[src/rv_defs.svh]
`ifndef RV_DEFS_SVH
`define RV_DEFS_SVH

// major opcodes, inst[6:0]
`define OPC_OP_IMM  7'b0010011
`define OPC_OP      7'b0110011
`define OPC_LUI     7'b0110111
`define OPC_AUIPC   7'b0010111
`define OPC_JAL     7'b1101111
`define OPC_JALR    7'b1100111
`define OPC_LOAD    7'b0000011
`define OPC_STORE   7'b0100011
`define OPC_SYSTEM  7'b1110011

// funct3 codes, inst[14:12]
`define F3_ADDI     3'b000
`define F3_ADD      3'b000
`define F3_LW       3'b010
`define F3_SW       3'b010

// funct7 of add, sub differs here
`define F7_ADD      7'b0000000

// ebreak: imm=1, rs1=x0, funct3=0, rd=x0
`define INST_EBREAK {12'h001, 5'd0, 3'b000, 5'd0, `OPC_SYSTEM}

// addi x0, x0, 0
`define INST_NOP    {12'h000, 5'd0, `F3_ADDI, 5'd0, `OPC_OP_IMM}

// first fetch address
`define RESET_PC    32'h0000_0000

// architectural register count
`define NUM_REGS    32

// enable levels
`define WRITE_ENABLE    1'b1
`define WRITE_DISABLE   1'b0
`define JUMP_ENABLE     1'b1
`define JUMP_DISABLE    1'b0

`define ZERO_WORD   32'h0000_0000

`endif

[src/rv_pkg.sv]
package rv_pkg;

    typedef logic [31:0] word_t;
    typedef logic [31:0] addr_t;
    typedef logic [31:0] inst_t;
    typedef logic [4:0]  reg_addr_t;
    typedef logic [3:0]  wmask_t;

    typedef enum logic [1:0] {
        S_FETCH,
        S_EXEC,
        S_WB,
        S_HALT
    } ctrl_state_t;

    // decoder to execute unit
    typedef struct packed {
        word_t     op1;
        word_t     op2;
        word_t     op1_jump;
        word_t     op2_jump;
        word_t     rs2_data;
        reg_addr_t rd;
        logic      reg_wen;
        inst_t     inst;
    } exu_req_t;

    // execute unit to regfile and pc
    typedef struct packed {
        logic      jump_en;
        addr_t     jump_addr;
        logic      reg_wen;
        reg_addr_t waddr;
        word_t     wdata;
    } exu_res_t;

    typedef struct packed {
        logic   wen;
        addr_t  waddr;
        word_t  wdata;
        wmask_t wmask;
        addr_t  raddr;
    } dmem_req_t;

endpackage

[src/rv_ctrl_fsm.sv]
`timescale 1ns/1ps

module rv_ctrl_fsm (
    input  logic clk,
    input  logic rst_i,
    input  logic is_ebreak_i,
    output logic fetch_en_o,
    output logic exec_en_o,
    output logic wb_en_o,
    output logic halted_o
);

    import rv_pkg::*;

    ctrl_state_t state_q;
    ctrl_state_t state_d;

    // fetch -> exec -> wb, one cycle each
    always_comb begin
        state_d = state_q;
        case (state_q)
            S_FETCH: begin
                state_d = S_EXEC;
            end
            S_EXEC: begin
                // ebreak never reaches writeback
                if (is_ebreak_i) begin
                    state_d = S_HALT;
                end else begin
                    state_d = S_WB;
                end
            end
            S_WB: begin
                state_d = S_FETCH;
            end
            S_HALT: begin
                state_d = S_HALT;
            end
            default: begin
                state_d = S_FETCH;
            end
        endcase
    end

    always_ff @(posedge clk) begin
        if (rst_i) begin
            state_q <= S_FETCH;
        end else begin
            state_q <= state_d;
        end
    end

    // strobes straight from the state
    assign fetch_en_o = (state_q == S_FETCH);
    assign exec_en_o  = (state_q == S_EXEC);
    assign wb_en_o    = (state_q == S_WB);
    assign halted_o   = (state_q == S_HALT);

endmodule

[src/rv_pc.sv]
`timescale 1ns/1ps
`include "rv_defs.svh"

module rv_pc (
    input  logic             clk,
    input  logic             rst_i,
    input  logic             wb_en_i,
    input  rv_pkg::exu_res_t res_i,
    output rv_pkg::addr_t    pc_o,
    output rv_pkg::word_t    instret_o
);

    import rv_pkg::*;

    addr_t pc_q;
    word_t instret_q;
    addr_t pc_next;

    // taken jump wins over sequential advance
    assign pc_next = (res_i.jump_en == `JUMP_ENABLE) ? res_i.jump_addr : pc_q + 32'd4;

    always_ff @(posedge clk) begin
        if (rst_i) begin
            pc_q      <= `RESET_PC;
            instret_q <= '0;
        end else if (wb_en_i) begin
            pc_q      <= pc_next;
            // one retire per writeback
            instret_q <= instret_q + 32'd1;
        end
    end

    assign pc_o      = pc_q;
    assign instret_o = instret_q;

endmodule

[src/rv_idu.sv]
`timescale 1ns/1ps
`include "rv_defs.svh"

module rv_idu (
    input  logic                clk,
    input  logic                rst_i,
    input  logic                fetch_en_i,
    input  rv_pkg::inst_t       inst_i,
    input  rv_pkg::addr_t       pc_i,
    input  rv_pkg::word_t       rs1_data_i,
    input  rv_pkg::word_t       rs2_data_i,
    output rv_pkg::reg_addr_t   rs1_o,
    output rv_pkg::reg_addr_t   rs2_o,
    output rv_pkg::exu_req_t    req_o,
    output logic                is_ebreak_o
);

    import rv_pkg::*;

    inst_t      inst_q;
    logic [6:0] opcode;
    word_t      imm_i;
    word_t      imm_s;
    word_t      imm_u;
    word_t      imm_j;

    // instruction register, a nop until the first fetch
    always_ff @(posedge clk) begin
        if (rst_i) begin
            inst_q <= `INST_NOP;
        end else if (fetch_en_i) begin
            inst_q <= inst_i;
        end
    end

    assign opcode = inst_q[6:0];
    assign rs1_o  = inst_q[19:15];
    assign rs2_o  = inst_q[24:20];

    // sign-extended immediates
    assign imm_i = {{20{inst_q[31]}}, inst_q[31:20]};
    assign imm_s = {{20{inst_q[31]}}, inst_q[31:25], inst_q[11:7]};
    assign imm_u = {inst_q[31:12], 12'b0};
    assign imm_j = {{12{inst_q[31]}}, inst_q[19:12], inst_q[20], inst_q[30:21], 1'b0};

    always_comb begin
        req_o          = '0;
        req_o.rs2_data = rs2_data_i;
        req_o.rd       = inst_q[11:7];
        req_o.inst     = inst_q;
        case (opcode)
            `OPC_OP_IMM, `OPC_LOAD: begin
                req_o.op1     = rs1_data_i;
                req_o.op2     = imm_i;
                req_o.reg_wen = `WRITE_ENABLE;
            end
            `OPC_OP: begin
                req_o.op1     = rs1_data_i;
                req_o.op2     = rs2_data_i;
                req_o.reg_wen = `WRITE_ENABLE;
            end
            `OPC_STORE: begin
                req_o.op1 = rs1_data_i;
                req_o.op2 = imm_s;
            end
            `OPC_LUI: begin
                req_o.op1     = `ZERO_WORD;
                req_o.op2     = imm_u;
                req_o.reg_wen = `WRITE_ENABLE;
            end
            `OPC_AUIPC: begin
                req_o.op1     = pc_i;
                req_o.op2     = imm_u;
                req_o.reg_wen = `WRITE_ENABLE;
            end
            `OPC_JAL: begin
                // link value pc+4, target pc+imm
                req_o.op1      = pc_i;
                req_o.op2      = 32'd4;
                req_o.op1_jump = pc_i;
                req_o.op2_jump = imm_j;
                req_o.reg_wen  = `WRITE_ENABLE;
            end
            `OPC_JALR: begin
                req_o.op1      = pc_i;
                req_o.op2      = 32'd4;
                req_o.op1_jump = rs1_data_i;
                req_o.op2_jump = imm_i;
                req_o.reg_wen  = `WRITE_ENABLE;
            end
            default: ;
        endcase
    end

    assign is_ebreak_o = (inst_q == `INST_EBREAK);

endmodule

[src/rv_exu.sv]
`timescale 1ns/1ps
`include "rv_defs.svh"

module rv_exu (
    input  logic              clk,
    input  logic              rst_i,
    input  logic              exec_en_i,
    input  rv_pkg::exu_req_t  req_i,
    input  rv_pkg::word_t     dmem_rdata_i,
    output rv_pkg::dmem_req_t dmem_o,
    output rv_pkg::exu_res_t  res_o
);

    import rv_pkg::*;

    logic [6:0] opcode;
    logic [2:0] funct3;
    exu_res_t   res_d;

    logic       jump_en_q;
    logic       reg_wen_q;
    addr_t      jump_addr_q;
    reg_addr_t  waddr_q;
    word_t      wdata_q;

    assign opcode = req_i.inst[6:0];
    assign funct3 = req_i.inst[14:12];

    always_comb begin
        res_d.jump_en   = `JUMP_DISABLE;
        res_d.jump_addr = `ZERO_WORD;
        res_d.reg_wen   = `WRITE_DISABLE;
        res_d.waddr     = req_i.rd;
        res_d.wdata     = `ZERO_WORD;
        dmem_o          = '0;
        case (opcode)
            `OPC_OP_IMM: begin
                if (funct3 == `F3_ADDI) begin
                    res_d.reg_wen = req_i.reg_wen;
                    res_d.wdata   = req_i.op1 + req_i.op2;
                end
            end
            `OPC_OP: begin
                // sub shares funct3 with add
                if (funct3 == `F3_ADD && req_i.inst[31:25] == `F7_ADD) begin
                    res_d.reg_wen = req_i.reg_wen;
                    res_d.wdata   = req_i.op1 + req_i.op2;
                end
            end
            `OPC_LOAD: begin
                if (funct3 == `F3_LW) begin
                    dmem_o.raddr  = req_i.op1 + req_i.op2;
                    res_d.reg_wen = req_i.reg_wen;
                    res_d.wdata   = dmem_rdata_i;
                end
            end
            `OPC_STORE: begin
                if (funct3 == `F3_SW) begin
                    // write strobe only during the execute cycle
                    if (exec_en_i) begin
                        dmem_o.wen = `WRITE_ENABLE;
                    end
                    dmem_o.waddr = req_i.op1 + req_i.op2;
                    dmem_o.wdata = req_i.rs2_data;
                    dmem_o.wmask = 4'b1111;
                end
            end
            `OPC_LUI, `OPC_AUIPC: begin
                res_d.reg_wen = req_i.reg_wen;
                res_d.wdata   = req_i.op1 + req_i.op2;
            end
            `OPC_JAL: begin
                res_d.reg_wen   = req_i.reg_wen;
                res_d.wdata     = req_i.op1 + req_i.op2;
                res_d.jump_en   = `JUMP_ENABLE;
                res_d.jump_addr = req_i.op1_jump + req_i.op2_jump;
            end
            `OPC_JALR: begin
                res_d.reg_wen   = req_i.reg_wen;
                res_d.wdata     = req_i.op1 + req_i.op2;
                res_d.jump_en   = `JUMP_ENABLE;
                res_d.jump_addr = (req_i.op1_jump + req_i.op2_jump) & ~32'd1;
            end
            default: ;
        endcase
    end

    // control bits of the result
    always_ff @(posedge clk) begin
        if (rst_i) begin
            jump_en_q <= `JUMP_DISABLE;
            reg_wen_q <= `WRITE_DISABLE;
        end else if (exec_en_i) begin
            jump_en_q <= res_d.jump_en;
            reg_wen_q <= res_d.reg_wen;
        end
    end

    // result payload
    always_ff @(posedge clk) begin
        if (exec_en_i) begin
            jump_addr_q <= res_d.jump_addr;
            waddr_q     <= res_d.waddr;
            wdata_q     <= res_d.wdata;
        end
    end

    assign res_o.jump_en   = jump_en_q;
    assign res_o.jump_addr = jump_addr_q;
    assign res_o.reg_wen   = reg_wen_q;
    assign res_o.waddr     = waddr_q;
    assign res_o.wdata     = wdata_q;

endmodule

[src/rv_regfile.sv]
`timescale 1ns/1ps
`include "rv_defs.svh"

module rv_regfile (
    input  logic              clk,
    input  logic              rst_i,
    input  logic              we_i,
    input  rv_pkg::reg_addr_t waddr_i,
    input  rv_pkg::word_t     wdata_i,
    input  rv_pkg::reg_addr_t raddr1_i,
    input  rv_pkg::reg_addr_t raddr2_i,
    output rv_pkg::word_t     rdata1_o,
    output rv_pkg::word_t     rdata2_o
);

    import rv_pkg::*;

    word_t regs_q [`NUM_REGS];

    always_ff @(posedge clk) begin
        if (rst_i) begin
            for (int i = 0; i < `NUM_REGS; i++) begin
                regs_q[i] <= '0;
            end
        end else if (we_i && waddr_i != 5'd0) begin
            // x0 stays zero
            regs_q[waddr_i] <= wdata_i;
        end
    end

    assign rdata1_o = regs_q[raddr1_i];
    assign rdata2_o = regs_q[raddr2_i];

endmodule

[src/rv_core.sv]
`timescale 1ns/1ps

module rv_core (
    input  logic              clk,
    input  logic              rst_i,
    output rv_pkg::addr_t     imem_addr_o,
    input  rv_pkg::inst_t     imem_data_i,
    output rv_pkg::dmem_req_t dmem_o,
    input  rv_pkg::word_t     dmem_rdata_i,
    output logic              halted_o,
    output rv_pkg::word_t     instret_o
);

    import rv_pkg::*;

    logic      fetch_en;
    logic      exec_en;
    logic      wb_en;
    logic      is_ebreak;
    addr_t     pc;
    reg_addr_t rs1;
    reg_addr_t rs2;
    word_t     rs1_data;
    word_t     rs2_data;
    exu_req_t  exu_req;
    exu_res_t  exu_res;

    rv_ctrl_fsm i_ctrl_fsm (
        .clk         (clk),
        .rst_i       (rst_i),
        .is_ebreak_i (is_ebreak),
        .fetch_en_o  (fetch_en),
        .exec_en_o   (exec_en),
        .wb_en_o     (wb_en),
        .halted_o    (halted_o)
    );

    rv_pc i_pc (
        .clk       (clk),
        .rst_i     (rst_i),
        .wb_en_i   (wb_en),
        .res_i     (exu_res),
        .pc_o      (pc),
        .instret_o (instret_o)
    );

    assign imem_addr_o = pc;

    rv_idu i_idu (
        .clk         (clk),
        .rst_i       (rst_i),
        .fetch_en_i  (fetch_en),
        .inst_i      (imem_data_i),
        .pc_i        (pc),
        .rs1_data_i  (rs1_data),
        .rs2_data_i  (rs2_data),
        .rs1_o       (rs1),
        .rs2_o       (rs2),
        .req_o       (exu_req),
        .is_ebreak_o (is_ebreak)
    );

    rv_exu i_exu (
        .clk          (clk),
        .rst_i        (rst_i),
        .exec_en_i    (exec_en),
        .req_i        (exu_req),
        .dmem_rdata_i (dmem_rdata_i),
        .dmem_o       (dmem_o),
        .res_o        (exu_res)
    );

    // writeback only when the result carries a register write
    rv_regfile i_regfile (
        .clk      (clk),
        .rst_i    (rst_i),
        .we_i     (wb_en && exu_res.reg_wen),
        .waddr_i  (exu_res.waddr),
        .wdata_i  (exu_res.wdata),
        .raddr1_i (rs1),
        .raddr2_i (rs2),
        .rdata1_o (rs1_data),
        .rdata2_o (rs2_data)
    );

endmodule

[config.mk]
export PLATFORM = sky130hd
export DESIGN_NAME = rv_core
export DESIGN_NICKNAME = d
export VERILOG_FILES = /design/src/rv_pkg.sv /design/src/rv_ctrl_fsm.sv /design/src/rv_pc.sv /design/src/rv_idu.sv /design/src/rv_exu.sv /design/src/rv_regfile.sv /design/src/rv_core.sv
export VERILOG_INCLUDE_DIRS = /design/src /design/src/src
export SDC_FILE = /design/constraint.sdc
export NUM_CORES = 2
export LEC_CHECK = 0
export BUFFER_PORTS_ARGS = -buffer_cell sky130_fd_sc_hd__buf_4
export CAP_MARGIN = 20
export CORE_UTILIZATION = 45
export DETAILED_ROUTE_END_ITERATION = 7
export PLACE_DENSITY_LB_ADDON = 0.05
export SETUP_SLACK_MARGIN = 0.02
export SYNTH_ARGS = -nofsm -noshare
export SYNTH_HDL_FRONTEND = slang
export SYNTH_SLANG_ARGS = --single-unit
[constraint.sdc]
create_clock -name clk -period 10.8 [get_ports clk]
set_input_delay 0.54 -clock clk [delete_from_list [all_inputs] [get_ports clk]]
set_output_delay 0.54 -clock clk [all_outputs]
set_load 0.03 [all_outputs]
Word level (Yosys, flattened, before mapping)
Memories as Yosys holds them, arrays and structs flattened. A register that Yosys moved wholly into a read port is not among the register bits.
Index checks and enable logic that the tools add are counted.
{"block": "totals", "ram_bits": 1024, "memories": 1, "regBits": 169}
{"block": "op_classes", "n_addsub": 4, "n_eq_ne": 13, "muxes": 32, "reduce_logical": 12}
{"memory": "i_regfile.regs_q", "depth": 32, "word_bits": 32, "rd": 2, "rd_ports_with_merged_regs": 2, "write_ports": 32, "line": "rv_regfile.sv:18", "text": "word_t regs_q [`NUM_REGS];"}
{"cell": "case mux 64 bit (6 select lines)", "count": 1}
{"cell": "two-way mux 32 bit", "count": 7}
{"cell": "two-way mux 69 bit", "count": 2}
{"cell": "case mux 32 bit (4 select lines)", "count": 1}
{"cell": "case mux 64 bit (2 select lines)", "count": 1}
{"cell": "case mux 33 bit (2 select lines)", "count": 1}
{"cell": "adder 32 bit", "count": 2}
{"cell": "adder 32 x 1 -> 32 bit, second input constant", "count": 1}
{"cell": "adder 32 x 3 -> 32 bit, second input constant", "count": 1}
{"cell": "equality test 32 x 21 -> 1 bit, second input constant", "count": 1}
{"cell": "OR reduction 32 bit", "count": 1}
{"cell": "two-way mux 5 bit", "count": 5}
{"cell": "equality test 7 x 6 -> 1 bit, second input constant", "count": 3}
{"cell": "equality test 7 x 5 -> 1 bit, second input constant", "count": 2}
{"cell": "equality test 7 bit, second input constant", "count": 2}
{"cell": "two-way mux 1 bit", "count": 12}
{"cell": "case mux 2 bit (4 select lines)", "count": 1}
{"cell": "equality test 7 x 2 -> 1 bit, second input constant", "count": 1}
{"cell": "zero test 7 bit", "count": 1}
{"cell": "OR reduction 7 bit", "count": 1}
{"cell": "nonzero test 5 bit", "count": 1}
{"cell": "equality test 2 bit, second input constant", "count": 2}
{"cell": "case mux 1 bit (4 select lines)", "count": 1}
{"cell": "OR reduction 2 bit", "count": 2}
{"cell": "6 further kinds", "count": 8}

Logic depth before layout (Yosys ltp)
{"block": "logic_depth", "word_depth": 8, "depth_mapped": 21, "ltp_nobuf": 17}

By module
From an unflattened synthesis, not the netlist that was laid out.
{"block": "unflattened", "cells_unflattened": 6374, "area_unflattened_um2": 69975.9}
{"mod": "rv_regfile", "seq_area_each_um2": 30749.5, "n_inst": 1, "area_per_inst_um2": 55914.9, "cells_per_inst": 4605}
{"mod": "rv_exu", "seq_area_each_um2": 2112.0, "n_inst": 1, "area_per_inst_um2": 6720.2, "cells_per_inst": 812}
{"mod": "rv_idu", "seq_area_each_um2": 640.6, "n_inst": 1, "area_per_inst_um2": 3823.7, "cells_per_inst": 513}
{"mod": "rv_pc", "seq_area_each_um2": 1281.2, "n_inst": 1, "area_per_inst_um2": 3423.3, "cells_per_inst": 434}
{"mod": "rv_ctrl_fsm", "seq_area_each_um2": 40.0, "n_inst": 1, "area_per_inst_um2": 87.6, "cells_per_inst": 9}
{"mod": "rv_core", "seq_area_each_um2": 0.0, "n_inst": 1, "area_per_inst_um2": 6.3, "cells_per_inst": 1}

Worst setup path before layout
Ideal clock, no wire load.
{"block": "synth_path", "path_type": "register to output", "start": "register (tool-made name)", "end": "output dmem_o[97] (netlist bit)", "path_stages_with_launch": 18, "t_arrival_ps": 4968, "setup_slack_ps": 5292, "path_cell_list": "dfxtp_1 -> buf_2 -> buf_2 -> buf_2 -> mux4_2 -> mux4_2 -> mux2i_1 -> o21ai_0 -> ha_1 -> clkbuf_1 -> a21o_1 -> o21bai_1 -> a221oi_1 -> nand3_1 -> o31ai_1 -> a211oi_1 -> o21a_1 -> nor3_1"}
{"item": "end, declared", "line": "rv_core.sv:8", "text": "output rv_pkg::dmem_req_t dmem_o,"}

==> out/metrics.yaml <==
status: "completed"
worst_slack_ps: 2878
min-delay-start: "imem_data_i[11]"
critPathMaxFanout: 55
drtPass1Iterations: 6
start_util_pct: 45.41
routed_wl_um: 247500
tns_ps: 0
ys.flop_type: "edfxtp_1"
fin_crit_ps: 7922
min_to: "i_idu.inst_q[11]$_SDFFE_PP0N_"
cts.htree.levels: 4
holdPathStages: 3
port_buffers: 231
netlist_area_sq_um: 66180
setup_violations: 0
grt_pass1_wl_um: 342900
power.total_mw: 11.89
die_width_um: 385.5
die_h_um: 385.5
fin_hold_ws_ps: 45.53
grt_use_total_pct: 33.54
ys_seq_elements: 1203
yosysSeqAreaShare_pct: 52.92
dpl.cell_count: 6657
core_sq_um: 145700
timing.rr.end: "i_exu.wdata_q[26]$_DFFE_PP_"
register_area_sq_um: 35060
cts_resized: 0
worst_pin_slew_ps: 1122
worst_path_largest_cell_delay_ps: 770
gr-total-overflow: 0
cts_sinks: 1203
fin_cells: 6926
nets: 5026
num_vias: 44190
synth_warnings: 0
crit_arrival_ps: 7380
wl_per_cell_um: 35.73
crit_family: "compound AO/OA/AOI/OAI gates"
crit_buf_inv: 3
path_class: "reg -> out"
fin_util_pct: 51.21
cts_tree: "built"
crit_path_start_kind: "flop"
drt_iter0_drc: 5815
multiInputGateArea_sq_um: 29630
syn_to_final_growth_pct: 12.77
routabilityCongestion: 0.8972
dp_slack_ps: 3781
post-route-period-util_pct: 73.35
io-pin-count: 232
slew-limit-headroom_pct: 23.08
r2r.worst_path.cells: 14
endpoint_kind: "output pin"
power_density_nw_per_um2: 159.4
drive_gt1_share_pct: 25.86
hold_violations: 0
slowest_stage: "buf_4"
design_area_sq_um: 74630
ir_worst_vdd_mv: 0.1204
r2r_setup_slack_ps: 4080
ys_types: 73
cts_buffer_depth: 3
async_reset_ff_share_pct: 0
rsz0062_at_grt: "false"
critPathRequiredTime_ps: 10260
ant_nets: 0
drv_slew: 0
synth_edf_count: 1093
clock_latency_ps: 780
placed_cell_area_sq_um: 70130
drc: 0
path_common_cell: "buf_4"
hold_class: "in -> reg"
cts_buffers: 139
fillerInstances: 12370
grt_max_degree: 100
synthCells: 4790
finClkSkew_ps: 27.18
avgViaCountPerCell: 6.380
leakagePower_nw: 26.26
final_cell_mix: "1093 x edfxtp_1, 1009 x and2_1, 635 x mux4_2"
root_buffer: "clkbuf_16"
hpwl_um: 150500
grt_pass1_vias: 42870
die_area_sq_um: 148600
fmax_mhz: 126.2
final_common_cell: "edfxtp_1"
max-cap-violations: 0
syn_area_per_cell_sq_um: 13.82
clk_pin_slew_ps: 60
antenna_found_initial: 27
core.rowCount: 140
worstPathCellList: "buf_4, buf_4, mux4_2, mux4_2, mux2i_1, o21ai_0, ha_1, nand2_1, o21ai_1, a2111o_1, a2111oi_2, o31ai_1, a21oi_1, xor2_1, nor2_1, buf_4"
==> worst max path at each step <==
stage / start / end / slack, ps / depth (start not counted)
final: flop / dmem_o[98] / 2880 / 16
after global routing: flop / dmem_o[98] / 2570 / 15
after CTS: flop / dmem_o[98] / 2910 / 15
after detailed placement: flop / dmem_o[98] / 3780 / 15
after global placement: flop / dmem_o[98] / 3840 / 16
after floorplan: flop / dmem_o[97] / 5290 / 17
==> tightest hold or removal path: stages <==
cell	delay (ps)
buf_4	110
nand2_1	60
a21oi_1	60
==> sequential cells by signal, summed over array words and instances (netlist names), named ones only <==
| signal | flops |
|---|---|
| i_ctrl_fsm.state_q | 2 |
| i_exu.jump_addr_q | 32 |
| i_exu.jump_en_q | 1 |
| i_exu.reg_wen_q | 1 |
| i_exu.waddr_q | 5 |
| i_exu.wdata_q | 32 |
| i_idu.inst_q | 32 |
| i_pc.instret_o | 32 |
| i_pc.pc_o | 32 |
| i_regfile.regs_q | 1024 |
==> cell usage after synthesis (all sizes together) (4+ instances only) <==
cell | n | area share (%)
o211ai | 4 | 0.053
xor2 | 43 | 0.57
dfxtp | 110 | 3.3
mux4 | 635 | 22
o31ai | 7 | 0.079
edfxtp | 1093 | 50
nand2 | 223 | 1.3
nand3 | 36 | 0.27
a21oi | 161 | 1.2
nor3b | 8 | 0.091
clkbuf | 347 | 2.0
a21o | 30 | 0.34
and4 | 5 | 0.066
nand3b | 11 | 0.12
inv | 31 | 0.18
a221oi | 20 | 0.26
buf | 99 | 0.78
nor4 | 9 | 0.085
xnor2 | 28 | 0.37
and3 | 12 | 0.11
a22oi | 9 | 0.11
nor2 | 337 | 1.9
mux2i | 83 | 1.3
nand2b | 10 | 0.095
o21a | 18 | 0.20
or4 | 11 | 0.12
and2 | 1010 | 9.5
or2 | 36 | 0.34
nor3 | 37 | 0.29
or3 | 13 | 0.12
nor2b | 12 | 0.11
ha | 64 | 1.2
o21bai | 12 | 0.14
nand4 | 20 | 0.19
a211oi | 24 | 0.28
o21ai | 130 | 0.98
a31oi | 6 | 0.057
==> layout make-up <==
class / count / share of cell area, %
antenna: 13 / 0.04359
timing repair buffer: 378 / 4.139
multi-input combinational: 3141 / 39.71
tap: 1917 / 3.214
clock inverter: 60 / 0.5432
clock buffer: 183 / 5.219
inverter: 31 / 0.1559
sequential: 1203 / 46.98
==> power by group <==
| group | total (mW) | switching (mW) | leakage (nW) | internal, mW |
|---|---|---|---|---|
| clock | 4.57 | 1.95 | 2.11 | 2.62 |
| sequential | 5.50 | 0.242 | 12.1 | 5.26 |
| combinational | 1.82 | 1.12 | 12.0 | 0.705 |
| total | 11.9 | 3.31 | 26.3 | 8.58 |
==> routing by layer <==
layer	vias to the layer above	GRT usage (%)	part of all wire (%)
li1	18300	-	-
met5	-	0	0.028
met2	2565	51.81	46
met1	22810	45.63	39
met3	499	8.063	11
met4	12	13.64	4.4
==> cells by family after synthesis <==
logic type / count (synthesis) / synth area share [%]
AND/OR/NAND/NOR: 1798 / 14.86
flip-flops: 1203 / 52.92
multiplexers: 721 / 22.92
buffers and inverters: 477 / 2.921
AO/OA/AOI/OAI: 453 / 4.167
XOR/XNOR: 71 / 0.9397
adder cells (fa/ha/maj): 66 / 1.271
other: 1 / 0.005666
==> repair_timing <==
action / 4_1_cts / 5_1_grt
buffers inserted: 0 / 0
endpoints found under the hold margin: 7 / 0
hold buffers: 7 / 0
No activity file was read; power rests on OpenSTA's default activity.
